--- src/common/flash_config.svh ---
`ifndef FLASH_CONFIG_SVH
`define FLASH_CONFIG_SVH

////////////////////////////////////////////////////////////
// SPI flash controller configuration
////////////////////////////////////////////////////////////

// System clocks per SCK half period
`define FLASH_PRESCALE 20

`define FLASH_ADDR_BITS 24
`define FLASH_WORD_BITS 32
`define FLASH_CMD_BITS 8

`define FLASH_CS_IDLE 1    // SCK periods with cs_n high between commands
`define FLASH_WIP_BIT 0    // Write in progress bit of the status register

`endif

--- src/common/flash_pkg.sv ---
`default_nettype none

`include "flash_config.svh"

package flash_pkg;

    typedef logic [`FLASH_ADDR_BITS-1:0] flash_addr_t;  // Byte address
    typedef logic [`FLASH_WORD_BITS-1:0] flash_word_t;
    typedef logic [`FLASH_CMD_BITS-1:0] flash_cmd_t;
    typedef logic [7:0] flash_status_t;
    typedef logic [5:0] frame_len_t;                     // Bits per frame

    // Single-bit SPI opcodes
    typedef enum flash_cmd_t {
        OP_READ    = 8'h03,
        OP_WREN    = 8'h06,
        OP_PROGRAM = 8'h02,
        OP_RDSR    = 8'h05
    } flash_opcode_t;

    // What the result stage does with a finished frame
    typedef enum logic [1:0] {
        KIND_NONE   = 2'd0,
        KIND_DATA   = 2'd1,
        KIND_STATUS = 2'd2
    } frame_kind_t;

    typedef enum logic [2:0] {
        IDLE, READ_CMD, READ_DATA, WREN, CS_GAP, PROG_CMD, PROG_DATA, POLL
    } seq_state_t;

endpackage

`default_nettype wire

--- src/common/spi_frame_if.sv ---
`default_nettype none

// One serial frame from the sequencer to the engine and on to the result stage
interface spi_frame_if
    import flash_pkg::*;
();
    logic        start;     // One-cycle request
    flash_word_t tx_data;   // MSB first
    frame_len_t  tx_bits;
    frame_len_t  rx_bits;
    frame_kind_t kind;
    logic        done;      // One cycle after last falling SCK
    flash_word_t rx_data;   // Valid with done

    modport seq (
        output start, tx_data, tx_bits, rx_bits, kind,
        input  done
    );

    modport engine (
        input  start, tx_data, tx_bits, rx_bits,
        output done, rx_data
    );

    modport result (
        input done, rx_data, kind
    );

endinterface

`default_nettype wire

--- src/flash_ctrl/flash_cmd_sequencer.sv ---
`default_nettype none

`include "flash_config.svh"

module flash_cmd_sequencer
    import flash_pkg::*;
#(
    parameter int PRESCALE = `FLASH_PRESCALE
) (
    input  logic        i_clk,
    input  logic        i_reset,
    input  logic        i_write,
    input  logic        i_dir,       // 0 read, 1 program
    input  logic        i_op_cont,
    input  flash_addr_t i_address,
    input  flash_word_t i_word,
    input  logic        wip,
    output logic        cs_n,
    output logic        busy,
    spi_frame_if.seq    frame
);

    // cs_n high time in system clocks
    localparam int GAP_CLKS = `FLASH_CS_IDLE * 2 * PRESCALE;
    localparam int GAP_BITS = (GAP_CLKS > 1) ? $clog2(GAP_CLKS) : 1;
    localparam logic [GAP_BITS-1:0] GAP_LAST = GAP_BITS'(GAP_CLKS - 1);

    localparam frame_len_t CMD_LEN  = frame_len_t'(`FLASH_CMD_BITS);
    localparam frame_len_t ADDR_LEN = frame_len_t'(`FLASH_CMD_BITS + `FLASH_ADDR_BITS);
    localparam frame_len_t WORD_LEN = frame_len_t'(`FLASH_WORD_BITS);

    seq_state_t          state;
    seq_state_t          gap_next;    // Where CS_GAP goes
    logic                check_wip;   // Gap follows a status poll
    logic                dir_q;
    flash_addr_t         addr_q;
    logic [GAP_BITS-1:0] gap_cnt;

    assign busy = (state != IDLE);

    ////////////////////////////////////////////////////////////
    // Frame contents decoded from the current state
    ////////////////////////////////////////////////////////////
    always_comb begin
        frame.tx_data = '0;
        frame.tx_bits = '0;
        frame.rx_bits = '0;
        frame.kind    = KIND_NONE;
        case (state)
            READ_CMD: begin
                frame.tx_data = {OP_READ, addr_q};
                frame.tx_bits = ADDR_LEN;
            end
            READ_DATA: begin
                frame.rx_bits = WORD_LEN;
                frame.kind    = KIND_DATA;
            end
            WREN: begin
                frame.tx_data = {OP_WREN, {`FLASH_ADDR_BITS{1'b0}}};
                frame.tx_bits = CMD_LEN;
            end
            PROG_CMD: begin
                frame.tx_data = {OP_PROGRAM, addr_q};
                frame.tx_bits = ADDR_LEN;
            end
            PROG_DATA: begin
                frame.tx_data = i_word;     // Taken by the engine at start
                frame.tx_bits = WORD_LEN;
            end
            POLL: begin
                frame.tx_data = {OP_RDSR, {`FLASH_ADDR_BITS{1'b0}}};
                frame.tx_bits = CMD_LEN;
                frame.rx_bits = CMD_LEN;
                frame.kind    = KIND_STATUS;
            end
            default: ;
        endcase
    end

    always_ff @(posedge i_clk) begin
        if (state == IDLE && i_write) addr_q <= i_address;
    end

    ////////////////////////////////////////////////////////////
    // Command FSM
    ////////////////////////////////////////////////////////////
    always_ff @(posedge i_clk) begin
        if (i_reset) begin
            state       <= IDLE;
            gap_next    <= IDLE;
            check_wip   <= 1'b0;
            dir_q       <= 1'b0;
            gap_cnt     <= '0;
            cs_n        <= 1'b1;
            frame.start <= 1'b0;
        end else begin
            frame.start <= 1'b0;
            case (state)
                IDLE: begin
                    if (i_write) begin
                        dir_q       <= i_dir;
                        cs_n        <= 1'b0;
                        frame.start <= 1'b1;
                        state       <= i_dir ? WREN : READ_CMD;
                    end
                end
                READ_CMD, PROG_CMD: begin
                    if (frame.done) begin
                        frame.start <= 1'b1;
                        state       <= dir_q ? PROG_DATA : READ_DATA;
                    end
                end
                READ_DATA, PROG_DATA: begin
                    if (frame.done) begin
                        if (i_op_cont) begin
                            frame.start <= 1'b1;    // Stream next word
                        end else begin
                            cs_n      <= 1'b1;
                            gap_cnt   <= GAP_LAST;
                            gap_next  <= dir_q ? POLL : IDLE;
                            check_wip <= 1'b0;
                            state     <= CS_GAP;
                        end
                    end
                end
                WREN: begin
                    if (frame.done) begin
                        cs_n      <= 1'b1;
                        gap_cnt   <= GAP_LAST;
                        gap_next  <= PROG_CMD;
                        check_wip <= 1'b0;
                        state     <= CS_GAP;
                    end
                end
                POLL: begin
                    if (frame.done) begin
                        cs_n      <= 1'b1;
                        gap_cnt   <= GAP_LAST;
                        gap_next  <= POLL;
                        check_wip <= 1'b1;  // Status lands during the gap
                        state     <= CS_GAP;
                    end
                end
                CS_GAP: begin
                    if (gap_cnt != '0) begin
                        gap_cnt <= gap_cnt - 1'b1;
                    end else if (gap_next == IDLE || (check_wip && !wip)) begin
                        state <= IDLE;
                    end else begin
                        cs_n        <= 1'b0;
                        frame.start <= 1'b1;
                        state       <= gap_next;
                    end
                end
                default: state <= IDLE;
            endcase
        end
    end

endmodule

`default_nettype wire

--- src/flash_ctrl/read_word_capture.sv ---
`default_nettype none

`include "flash_config.svh"

module read_word_capture
    import flash_pkg::*;
(
    input  logic        i_clk,
    input  logic        i_reset,
    output flash_word_t o_word,
    output logic        o_valid,
    output logic        wip,
    spi_frame_if.result frame
);

    flash_status_t status_q;   // Last RDSR byte

    logic data_done;
    logic status_done;

    assign data_done   = frame.done && (frame.kind == KIND_DATA);
    assign status_done = frame.done && (frame.kind == KIND_STATUS);
    assign wip         = status_q[`FLASH_WIP_BIT];

    always_ff @(posedge i_clk) begin
        if (i_reset) begin
            o_valid  <= 1'b0;
            status_q <= '0;
        end else begin
            o_valid <= data_done;   // Single cycle pulse
            if (status_done) status_q <= frame.rx_data[7:0];
        end
    end

    // Read word held until the next one
    always_ff @(posedge i_clk) begin
        if (data_done) o_word <= frame.rx_data;
    end

endmodule

`default_nettype wire

--- src/flash_ctrl/spi_shift_engine.sv ---
`default_nettype none

`include "flash_config.svh"

module spi_shift_engine
    import flash_pkg::*;
#(
    parameter int PRESCALE = `FLASH_PRESCALE
) (
    input  logic        i_clk,
    input  logic        i_reset,
    input  logic        miso,
    output logic        sck,
    output logic        mosi,
    spi_frame_if.engine frame
);

    localparam int WORD_BITS = `FLASH_WORD_BITS;
    localparam int CNT_BITS  = (PRESCALE > 1) ? $clog2(PRESCALE) : 1;
    localparam logic [CNT_BITS-1:0] HALF_LAST = CNT_BITS'(PRESCALE - 1);

    logic [CNT_BITS-1:0] pre_cnt;
    logic                running;
    logic                tick;        // SCK edge due
    frame_len_t          tx_left;     // Bits still to send
    frame_len_t          bits_left;   // Bits left in the frame
    flash_word_t         shift_q;

    assign tick          = running && (pre_cnt == '0);
    assign frame.rx_data = shift_q;

    ////////////////////////////////////////////////////////////
    // Half period prescaler
    ////////////////////////////////////////////////////////////
    always_ff @(posedge i_clk) begin
        if (i_reset || !running || tick) begin
            pre_cnt <= HALF_LAST;
        end else begin
            pre_cnt <= pre_cnt - 1'b1;
        end
    end

    ////////////////////////////////////////////////////////////
    // Frame control with SCK and mosi
    ////////////////////////////////////////////////////////////
    always_ff @(posedge i_clk) begin
        if (i_reset) begin
            running    <= 1'b0;
            sck        <= 1'b0;
            mosi       <= 1'b0;
            tx_left    <= '0;
            bits_left  <= '0;
            frame.done <= 1'b0;
        end else begin
            frame.done <= 1'b0;
            if (!running) begin
                if (frame.start) begin
                    running   <= 1'b1;
                    tx_left   <= frame.tx_bits;
                    bits_left <= frame.tx_bits + frame.rx_bits;
                    // First bit goes out with start
                    mosi      <= (frame.tx_bits != '0) && frame.tx_data[WORD_BITS-1];
                end
            end else if (tick) begin
                sck <= !sck;
                if (sck) begin
                    // Falling edge closes a bit
                    bits_left <= bits_left - 1'b1;
                    if (tx_left != '0) tx_left <= tx_left - 1'b1;
                    mosi <= (tx_left > 6'd1) && shift_q[WORD_BITS-2];
                    if (bits_left == 6'd1) begin
                        running    <= 1'b0;
                        frame.done <= 1'b1;
                    end
                end
            end
        end
    end

    // Shared shift register that shifts out on falling and in on rising SCK
    always_ff @(posedge i_clk) begin
        if (!running && frame.start) begin
            shift_q <= frame.tx_data;
        end else if (tick) begin
            if (!sck && tx_left == '0) begin
                shift_q <= {shift_q[WORD_BITS-2:0], miso};
            end else if (sck && tx_left > 6'd1) begin
                shift_q <= {shift_q[WORD_BITS-2:0], 1'b0};
            end
        end
    end

endmodule

`default_nettype wire

--- src/verilog/flash_ctrl_top.sv ---
`default_nettype none

`include "flash_config.svh"

module flash_ctrl_top
    import flash_pkg::*;
#(
    parameter int PRESCALE = `FLASH_PRESCALE
) (
    input  logic        i_clk,
    input  logic        i_reset,
    input  logic        i_write,
    input  logic        i_dir,
    input  logic        i_op_cont,
    input  flash_addr_t i_address,
    input  flash_word_t i_word,
    output flash_word_t o_word,
    output logic        o_valid,
    output logic        o_busy,
    // SPI flash pins
    output logic        flash_cs_n,
    output logic        flash_sck,
    output logic        flash_mosi,
    input  logic        flash_miso
);

    spi_frame_if frame_if ();

    logic wip;

    flash_cmd_sequencer #(.PRESCALE(PRESCALE)) flash_cmd_sequencer_i (
        .i_clk     (i_clk),
        .i_reset   (i_reset),
        .i_write   (i_write),
        .i_dir     (i_dir),
        .i_op_cont (i_op_cont),
        .i_address (i_address),
        .i_word    (i_word),
        .wip       (wip),
        .cs_n      (flash_cs_n),
        .busy      (o_busy),
        .frame     (frame_if.seq)
    );

    spi_shift_engine #(.PRESCALE(PRESCALE)) spi_shift_engine_i (
        .i_clk   (i_clk),
        .i_reset (i_reset),
        .miso    (flash_miso),
        .sck     (flash_sck),
        .mosi    (flash_mosi),
        .frame   (frame_if.engine)
    );

    read_word_capture read_word_capture_i (
        .i_clk   (i_clk),
        .i_reset (i_reset),
        .o_word  (o_word),
        .o_valid (o_valid),
        .wip     (wip),
        .frame   (frame_if.result)
    );

endmodule

`default_nettype wire
--- config.mk ---
export PLATFORM = sky130hd
export DESIGN_NAME = flash_ctrl_top
export DESIGN_NICKNAME = d
export VERILOG_FILES = /design/src/common/flash_pkg.sv /design/src/common/spi_frame_if.sv /design/src/flash_ctrl/flash_cmd_sequencer.sv /design/src/flash_ctrl/read_word_capture.sv /design/src/flash_ctrl/spi_shift_engine.sv /design/src/verilog/flash_ctrl_top.sv
export VERILOG_INCLUDE_DIRS = /design/src /design/src/common
export SDC_FILE = /design/constraint.sdc
export NUM_CORES = 1
export LEC_CHECK = 0
export ABC_AREA = 1
export BUFFER_PORTS_ARGS = -buffer_cell sky130_fd_sc_hd__clkbuf_2
export CAP_MARGIN = 0
export CORE_ASPECT_RATIO = 0.6
export CORE_UTILIZATION = 50
export DETAILED_ROUTE_END_ITERATION = 8
export MAX_ROUTING_LAYER = met4
export PLACE_DENSITY = 0.7
export SLEW_MARGIN = 20
export SYNTH_ARGS = -nofsm -noshare
export SYNTH_HDL_FRONTEND = slang
export SYNTH_HIERARCHICAL = 1
export SYNTH_SLANG_ARGS = --single-unit
export TNS_END_PERCENT = 1
--- constraint.sdc ---
create_clock -name i_clk -period 5.1 [get_ports i_clk]
set_input_delay 0.255 -clock i_clk [delete_from_list [all_inputs] [get_ports i_clk]]
set_output_delay 0.255 -clock i_clk [all_outputs]
set_load 0.02 [all_outputs]
==> results of run 1 <==
metal layers:
layer  track usage [%]  up-vias
met5                 -        -
met4              7.54        0
met3              4.62       11
met2              35.9      189
met1              34.1     2105
li1                  -     2167
sequential cells by signal, indices dropped and copies added (netlist names):
register,flops
flash_cmd_sequencer_i/cs_n,1
flash_cmd_sequencer_i/frame.start,1
flash_cmd_sequencer_i/state,3
read_word_capture_i/o_valid,1
spi_shift_engine_i/frame.done,1
flash_cmd_sequencer_i/gap_next,2
spi_shift_engine_i/mosi,1
flash_cmd_sequencer_i/dir_q,1
spi_shift_engine_i/frame.rx_data,32
spi_shift_engine_i/running,1
flash_cmd_sequencer_i/check_wip,1
read_word_capture_i/status_q,1
flash_cmd_sequencer_i/addr_q,24
spi_shift_engine_i/sck,1
spi_shift_engine_i/bits_left,6
spi_shift_engine_i/tx_left,6
read_word_capture_i/o_word,32
flash_cmd_sequencer_i/gap_cnt,6
spi_shift_engine_i/pre_cnt,5
critical path: stages, from the launching register on:
cell     delay [ps]
dfxtp_1         620
inv_2           160
nor3_1          370
nand2_1         180
nor2_4          770
through the flow:
step / util, % / cells / instance area (µm²) / hold slack, ps / worst slack [ps]
3_3_place_gp: 57.0 / 815 / 6570 / 374 / 2600
3_5_place_dp: 57.0 / 815 / 6570 / 378 / 2480
4_1_cts: 61.9 / 847 / 7130 / 6.15 / 2440
2_1_floorplan: - / 582 / 6040 / 324 / 2430
6_report: 62.0 / 847 / 7140 / 15.1 / 2600
5_1_grt: 62.0 / 847 / 7140 / 3.24 / 2380
cell usage after synthesis (2+ instances only):
cell	n	area (µm²)
nand2_2	4	25.0
nand2_4	6	67.6
clkbuf_1	3	11.3
nand3_1	30	150
inv_2	3	11.3
buf_6	5	56.3
o21ai_0	29	145
nor3_1	7	35.0
a32o_1	24	240
buf_2	6	30.0
mux2_2	31	349
nand2_1	92	345
ha_1	14	175
xor2_1	4	35.0
edfxtp_1	88	2640
nor2_2	5	31.3
nor2_1	65	244
inv_1	59	221
nor2_4	2	22.5
dfxtp_1	38	761
xnor2_1	3	26.3
buf_4	11	82.6
buf_1	2	7.51
a21oi_1	24	120
nand4_1	4	25.0
layout make-up:
cell class                 count  area, µm²  share of cell area (%)
sequential                   126       3400                    47.7
multi-input combinational    366       2230                    31.2
timing repair buffer         100        505                    7.08
clock buffer                  17        425                    5.96
inverter                      63        241                    3.38
tap                          160        200                    2.80
clock inverter                15        136                    1.91
how the worst max path moves through the flow:
stage	start	slack (ps)	cells past startpoint	end
after floorplan	flash_cmd_sequencer_i/state[2]$_SDFFE_PP0P_	2430	4	read_word_capture_i/o_word[0]$_DFFE_PP_
after global placement	flash_cmd_sequencer_i/state[2]$_SDFFE_PP0P_	2600	3	read_word_capture_i/o_word[8]$_DFFE_PP_
after detailed placement	flash_cmd_sequencer_i/state[2]$_SDFFE_PP0P_	2480	3	read_word_capture_i/o_word[9]$_DFFE_PP_
after CTS	flash_cmd_sequencer_i/state[0]$_SDFFE_PP0P_	2440	8	spi_shift_engine_i/bits_left[5]$_SDFFE_PP0P_
after global routing	flash_cmd_sequencer_i/state[1]$_SDFFE_PP0P_	2380	4	read_word_capture_i/o_word[18]$_DFFE_PP_
final	flash_cmd_sequencer_i/state[1]$_SDFFE_PP0P_	2600	4	read_word_capture_i/o_word[31]$_DFFE_PP_
kinds of logic after synthesis:
kind of cell | count (synthesis)
other | 1
buffers and inverters | 90
DFF | 126
and+or+nand+nor | 220
adders and majority gates | 15
muxes | 31
AOI/OAI and AO/OA | 85
xor gates and xnor gates | 7
report_power, final:
part           switching (mW)  internal, mW
Combinational           0.760         0.422
Sequential              0.162          1.31
Clock                   0.462         0.675
==> metrics, run 1 <==
crit end category flip-flop; Worst EP arrival roughly 2500 ps; first-pass GRT wire length approximately 22,000 µm; min-delay src i_address[14]; Ports 99; met3 wire len between 900 and 1000 µm; final antenna-violating net count 0; setup TNS 0 ps; share of cells above drive strength 1 between 20% and 30%; Syn Inst Count 575; Worst-Margin Slew a little under 1000 ps; RD Place Congestion 0.884; antenna cells 0; Slew HR 34.8%; clock latency on the worst-skew pair between 400 and 500 ps; clk buf depth 2; CP Class flip-flop to flip-flop; Clock Skews slightly above 9 ps; max-slew violation count 0; Post-synth top flop edfxtp_1; Routed WL around 14,000 µm; Avg Synthesized Cell Area approximately 10 µm²; die height 87.0 µm; vias in the first global route about 4.3k; Post-CTS Resized 0; DR WL/cell roughly 16 µm; ys async rst share 0%; Tcrit/Tclk final approximately half; final worst path period need approximately 2500 ps; CTS tree built; Post-synth EDFFs between 80 and 90; max-cap violations 0; Hold Path Depth 1; synth warn 6; Hold Crit Class primary input to flip-flop; most frequent cells in the layout clkbuf_2, nand2_1, edfxtp_1, nor2_1, inv_1; Initial Utilization ~52%; initial DRC count roughly 370; setup repair after global routing missed its margin false; setup bufs post-CTS 0; antenna violations before repair 0; Pwr Density ~530 nW/µm²; CTS Root Cell clkbuf_16; worst-case vdd ir drop between 0.3 and 0.4 mV; DRC 0; vias per cell around 5.3; Clock Sinks around 130; Mapped Area between 6000 and 7000 µm²; Final Net Count roughly 750; Detailed Place HPWL ~9700 µm; largest family of logic cells by synthesized area simple AND/OR/NAND/NOR gates; largest net degree at the start of global routing 34; Hold Path Sink flash_cmd_sequencer_i/addr_q[14]$_DFFE_PP_; #FFs+latches synth between 100 and 150; IO buf count 98; Reg2Reg Setup Slack 2600 ps; Die Wd around 140 µm; Layout Area Growth over Synthesis 18.7%; total CTS buffers 17; Synth Area in XOR/XNOR under 10%; final hold viol count 0; met2 wire length about 6000 µm; # fillers ~960; final setup violation count 0; total power 3.79 mW; Critical Path RT between 5000 and 6000 ps; reg-to-reg endpoint read_word_capture_i/o_word[31]$_DFFE_PP_; clock-pin slew on the worst setup and hold paths 60 ps; WL met1 about 6800 µm; CP Launch Type flip-flop; critical path peak fanout 32; DR pass1 iterations 6; post-synthesis adder-cell area fraction about 3.2%; grt ovf 0; fmax 400 MHz; leakage power roughly 3 nW; DR top layer met4; H-tree depth 4; Core Rows 30; post-synthesis sequential area ratio 56.6%; post-synthesis compound-gate area fraction 9.69%; most common cell after layout, fill and taps aside clkbuf_2; total track usage roughly 24%; post-synthesis mux area share under 10%; r2r worst-path depth 4; status finished clean; Cell variety after synth between 40 and 50; Hold-fix buffers, CTS 0; die area about 12,000 µm²; Reg-to-Reg Start flash_cmd_sequencer_i/state[1]$_SDFFE_PP0P_; core footprint 11,500 µm²; Post-Synth Simple-Gate Area about 16%; vias 4,472
(Power assumes the default switching activity.)
==> inputs of run 2 (changes only) <==
- PLACE_DENSITY: 0.7 -> 0.73
- clock period: 5.1 -> 2.3 ns (I/O delays scaled with it)
==> metrics, run 2 (synthesis gave the netlist of run 1 again) <==
Hold Path Sink spi_shift_engine_i/frame.rx_data[0]$_DFFE_PP_; DR pass1 iterations 5; final setup margin around 280 ps; total track usage a little over a quarter; RD Place Congestion about 0.94; IO buf count 98; final antenna-violating net count 0; max-cap violations 0; min-delay src flash_miso; Clock Sinks approximately 130; Hold Crit Class primary input to flip-flop; Routed WL between 10,000 and 15,000 µm; CP Class flip-flop to flip-flop; vias in the first global route around 4.7k; Final Util 65.1%; max-slew violation count 0; Reg-to-Reg Start flash_cmd_sequencer_i/state[1]$_SDFFE_PP0P_; total power slightly below 9 mW; total CTS buffers 17; Ports 99; critical path peak fanout 10; Final Net Count roughly 780; # fillers roughly 870; reg-to-reg endpoint spi_shift_engine_i/bits_left[4]$_SDFFE_PP0P_; CTS tree built; Worst EP arrival ~2400 ps; Reg2Reg Setup Slack between 200 and 300 ps; vias 4,700; Post-CTS Resized 0; final setup violation count 0; Hold Path Depth 3; Clock Skews between 6 and 7 ps; CP Launch Type flip-flop; die height 87.0 µm; r2r worst-path depth 10; DRC 0; most common cell after layout, fill and taps aside clkbuf_2; Pwr Density 1160 nW/µm²; share of cells above drive strength 1 ~28%; core footprint approximately 12,000 µm²; most frequent cells in the layout clkbuf_2, nand2_1, edfxtp_1, nor2_1, inv_1; Critical Path RT about 2700 ps; pre-CTS setup slack 359 ps; H-tree depth 4; CTS Root Cell clkbuf_16; DR WL/cell approximately 16 µm; fmax about 500 MHz; Tcrit/Tclk final just under 90%; leakage power 3.16 nW; largest net degree at the start of global routing 33; vias per cell between 5 and 6; setup repair after global routing missed its margin false; final hold viol count 0; die area roughly 12,000 µm²; Core Rows 30; first-pass GRT wire length about 23,000 µm; grt ovf 0; Layout Area Growth over Synthesis 24.7%; Initial Utilization between 50% and 60%; antenna violations before repair 1; clk buf depth 2; final worst path period need 2020 ps; worst-case vdd ir drop between 0.7 and 0.8 mV; Detailed Place HPWL 9810 µm; clock-pin slew on the worst setup and hold paths ~60 ps; clock latency on the worst-skew pair approximately 420 ps; Die Wd about 140 µm; status finished clean; initial DRC count around 470; crit end category flip-flop
## run 2: cell count changes in the layout (fill, tap and decap cells not counted), sizes merged
cell	before	now
clkinv	6	2
buf	2	10
dlygate4sd3	0	25
inv	68	71
diode	0	1
bufinv	1	2
## run 2: cell type report
type,count,area (µm²),share of cell area [%]
Antenna cell,1,2.50,0.0333
Inverter,63,241,3.22
Clock inverter,15,175,2.33
Multi-Input combinational cell,366,2220,29.5
Timing Repair Buffer,133,841,11.2
Sequential cell,126,3400,45.3
Tap cell,160,200,2.67
Clock buffer,17,425,5.67
## run 2: how the worst max path moves through the flow
stage                                                start                                           end  depth (start not counted)
2_1_floorplan  flash_cmd_sequencer_i/state[1]$_SDFFE_PP0P_     flash_cmd_sequencer_i/addr_q[0]$_DFFE_PP_                          4
3_3_place_gp   flash_cmd_sequencer_i/state[1]$_SDFFE_PP0P_  spi_shift_engine_i/bits_left[3]$_SDFFE_PP0P_                          9
3_5_place_dp   flash_cmd_sequencer_i/state[1]$_SDFFE_PP0P_  spi_shift_engine_i/bits_left[3]$_SDFFE_PP0P_                          9
4_1_cts        flash_cmd_sequencer_i/state[1]$_SDFFE_PP0P_  spi_shift_engine_i/bits_left[3]$_SDFFE_PP0P_                          9
5_1_grt        flash_cmd_sequencer_i/state[1]$_SDFFE_PP0P_  spi_shift_engine_i/bits_left[3]$_SDFFE_PP0P_                          9
6_report       flash_cmd_sequencer_i/state[1]$_SDFFE_PP0P_  spi_shift_engine_i/bits_left[4]$_SDFFE_PP0P_                         10
## run 2: repair_timing
action / 4_1_cts / 5_1_grt
setup buffers: 0 / 0
hold buffers: 25 / 0
hold endpoints to repair: 25 / 0
## run 2: through the flow
stage,hold slack (ps),cells,instance area [µm²],TNS [ps]
6_report,106,881,7500,0
2_1_floorplan,184,582,6050,-440
3_3_place_gp,293,823,6650,0
3_5_place_dp,294,823,6650,0
5_1_grt,128,881,7500,0
4_1_cts,104,880,7500,0
## run 2: where the power goes
part           internal, mW  switching [mW]
sequential             2.89           0.263
clock                  1.63            1.09
combinational          1.03            1.80
## run 2: per-layer routing
metal	wire length, µm	global-route usage [%]
met1	6780	35.6
met2	6310	37.6
met3	1020	5.94
met4	366	11.7
met5	0	-
## run 2: worst max-delay path: stages, from the launching register on
cell     delay [ps]
dfxtp_1         590
nand2_1         130
inv_1           210
nand2_1         140
inv_1           160
ha_1            210
a21oi_1          60
nand2_1          90
xor2_1          150
nand2_1          80
a21oi_1         130
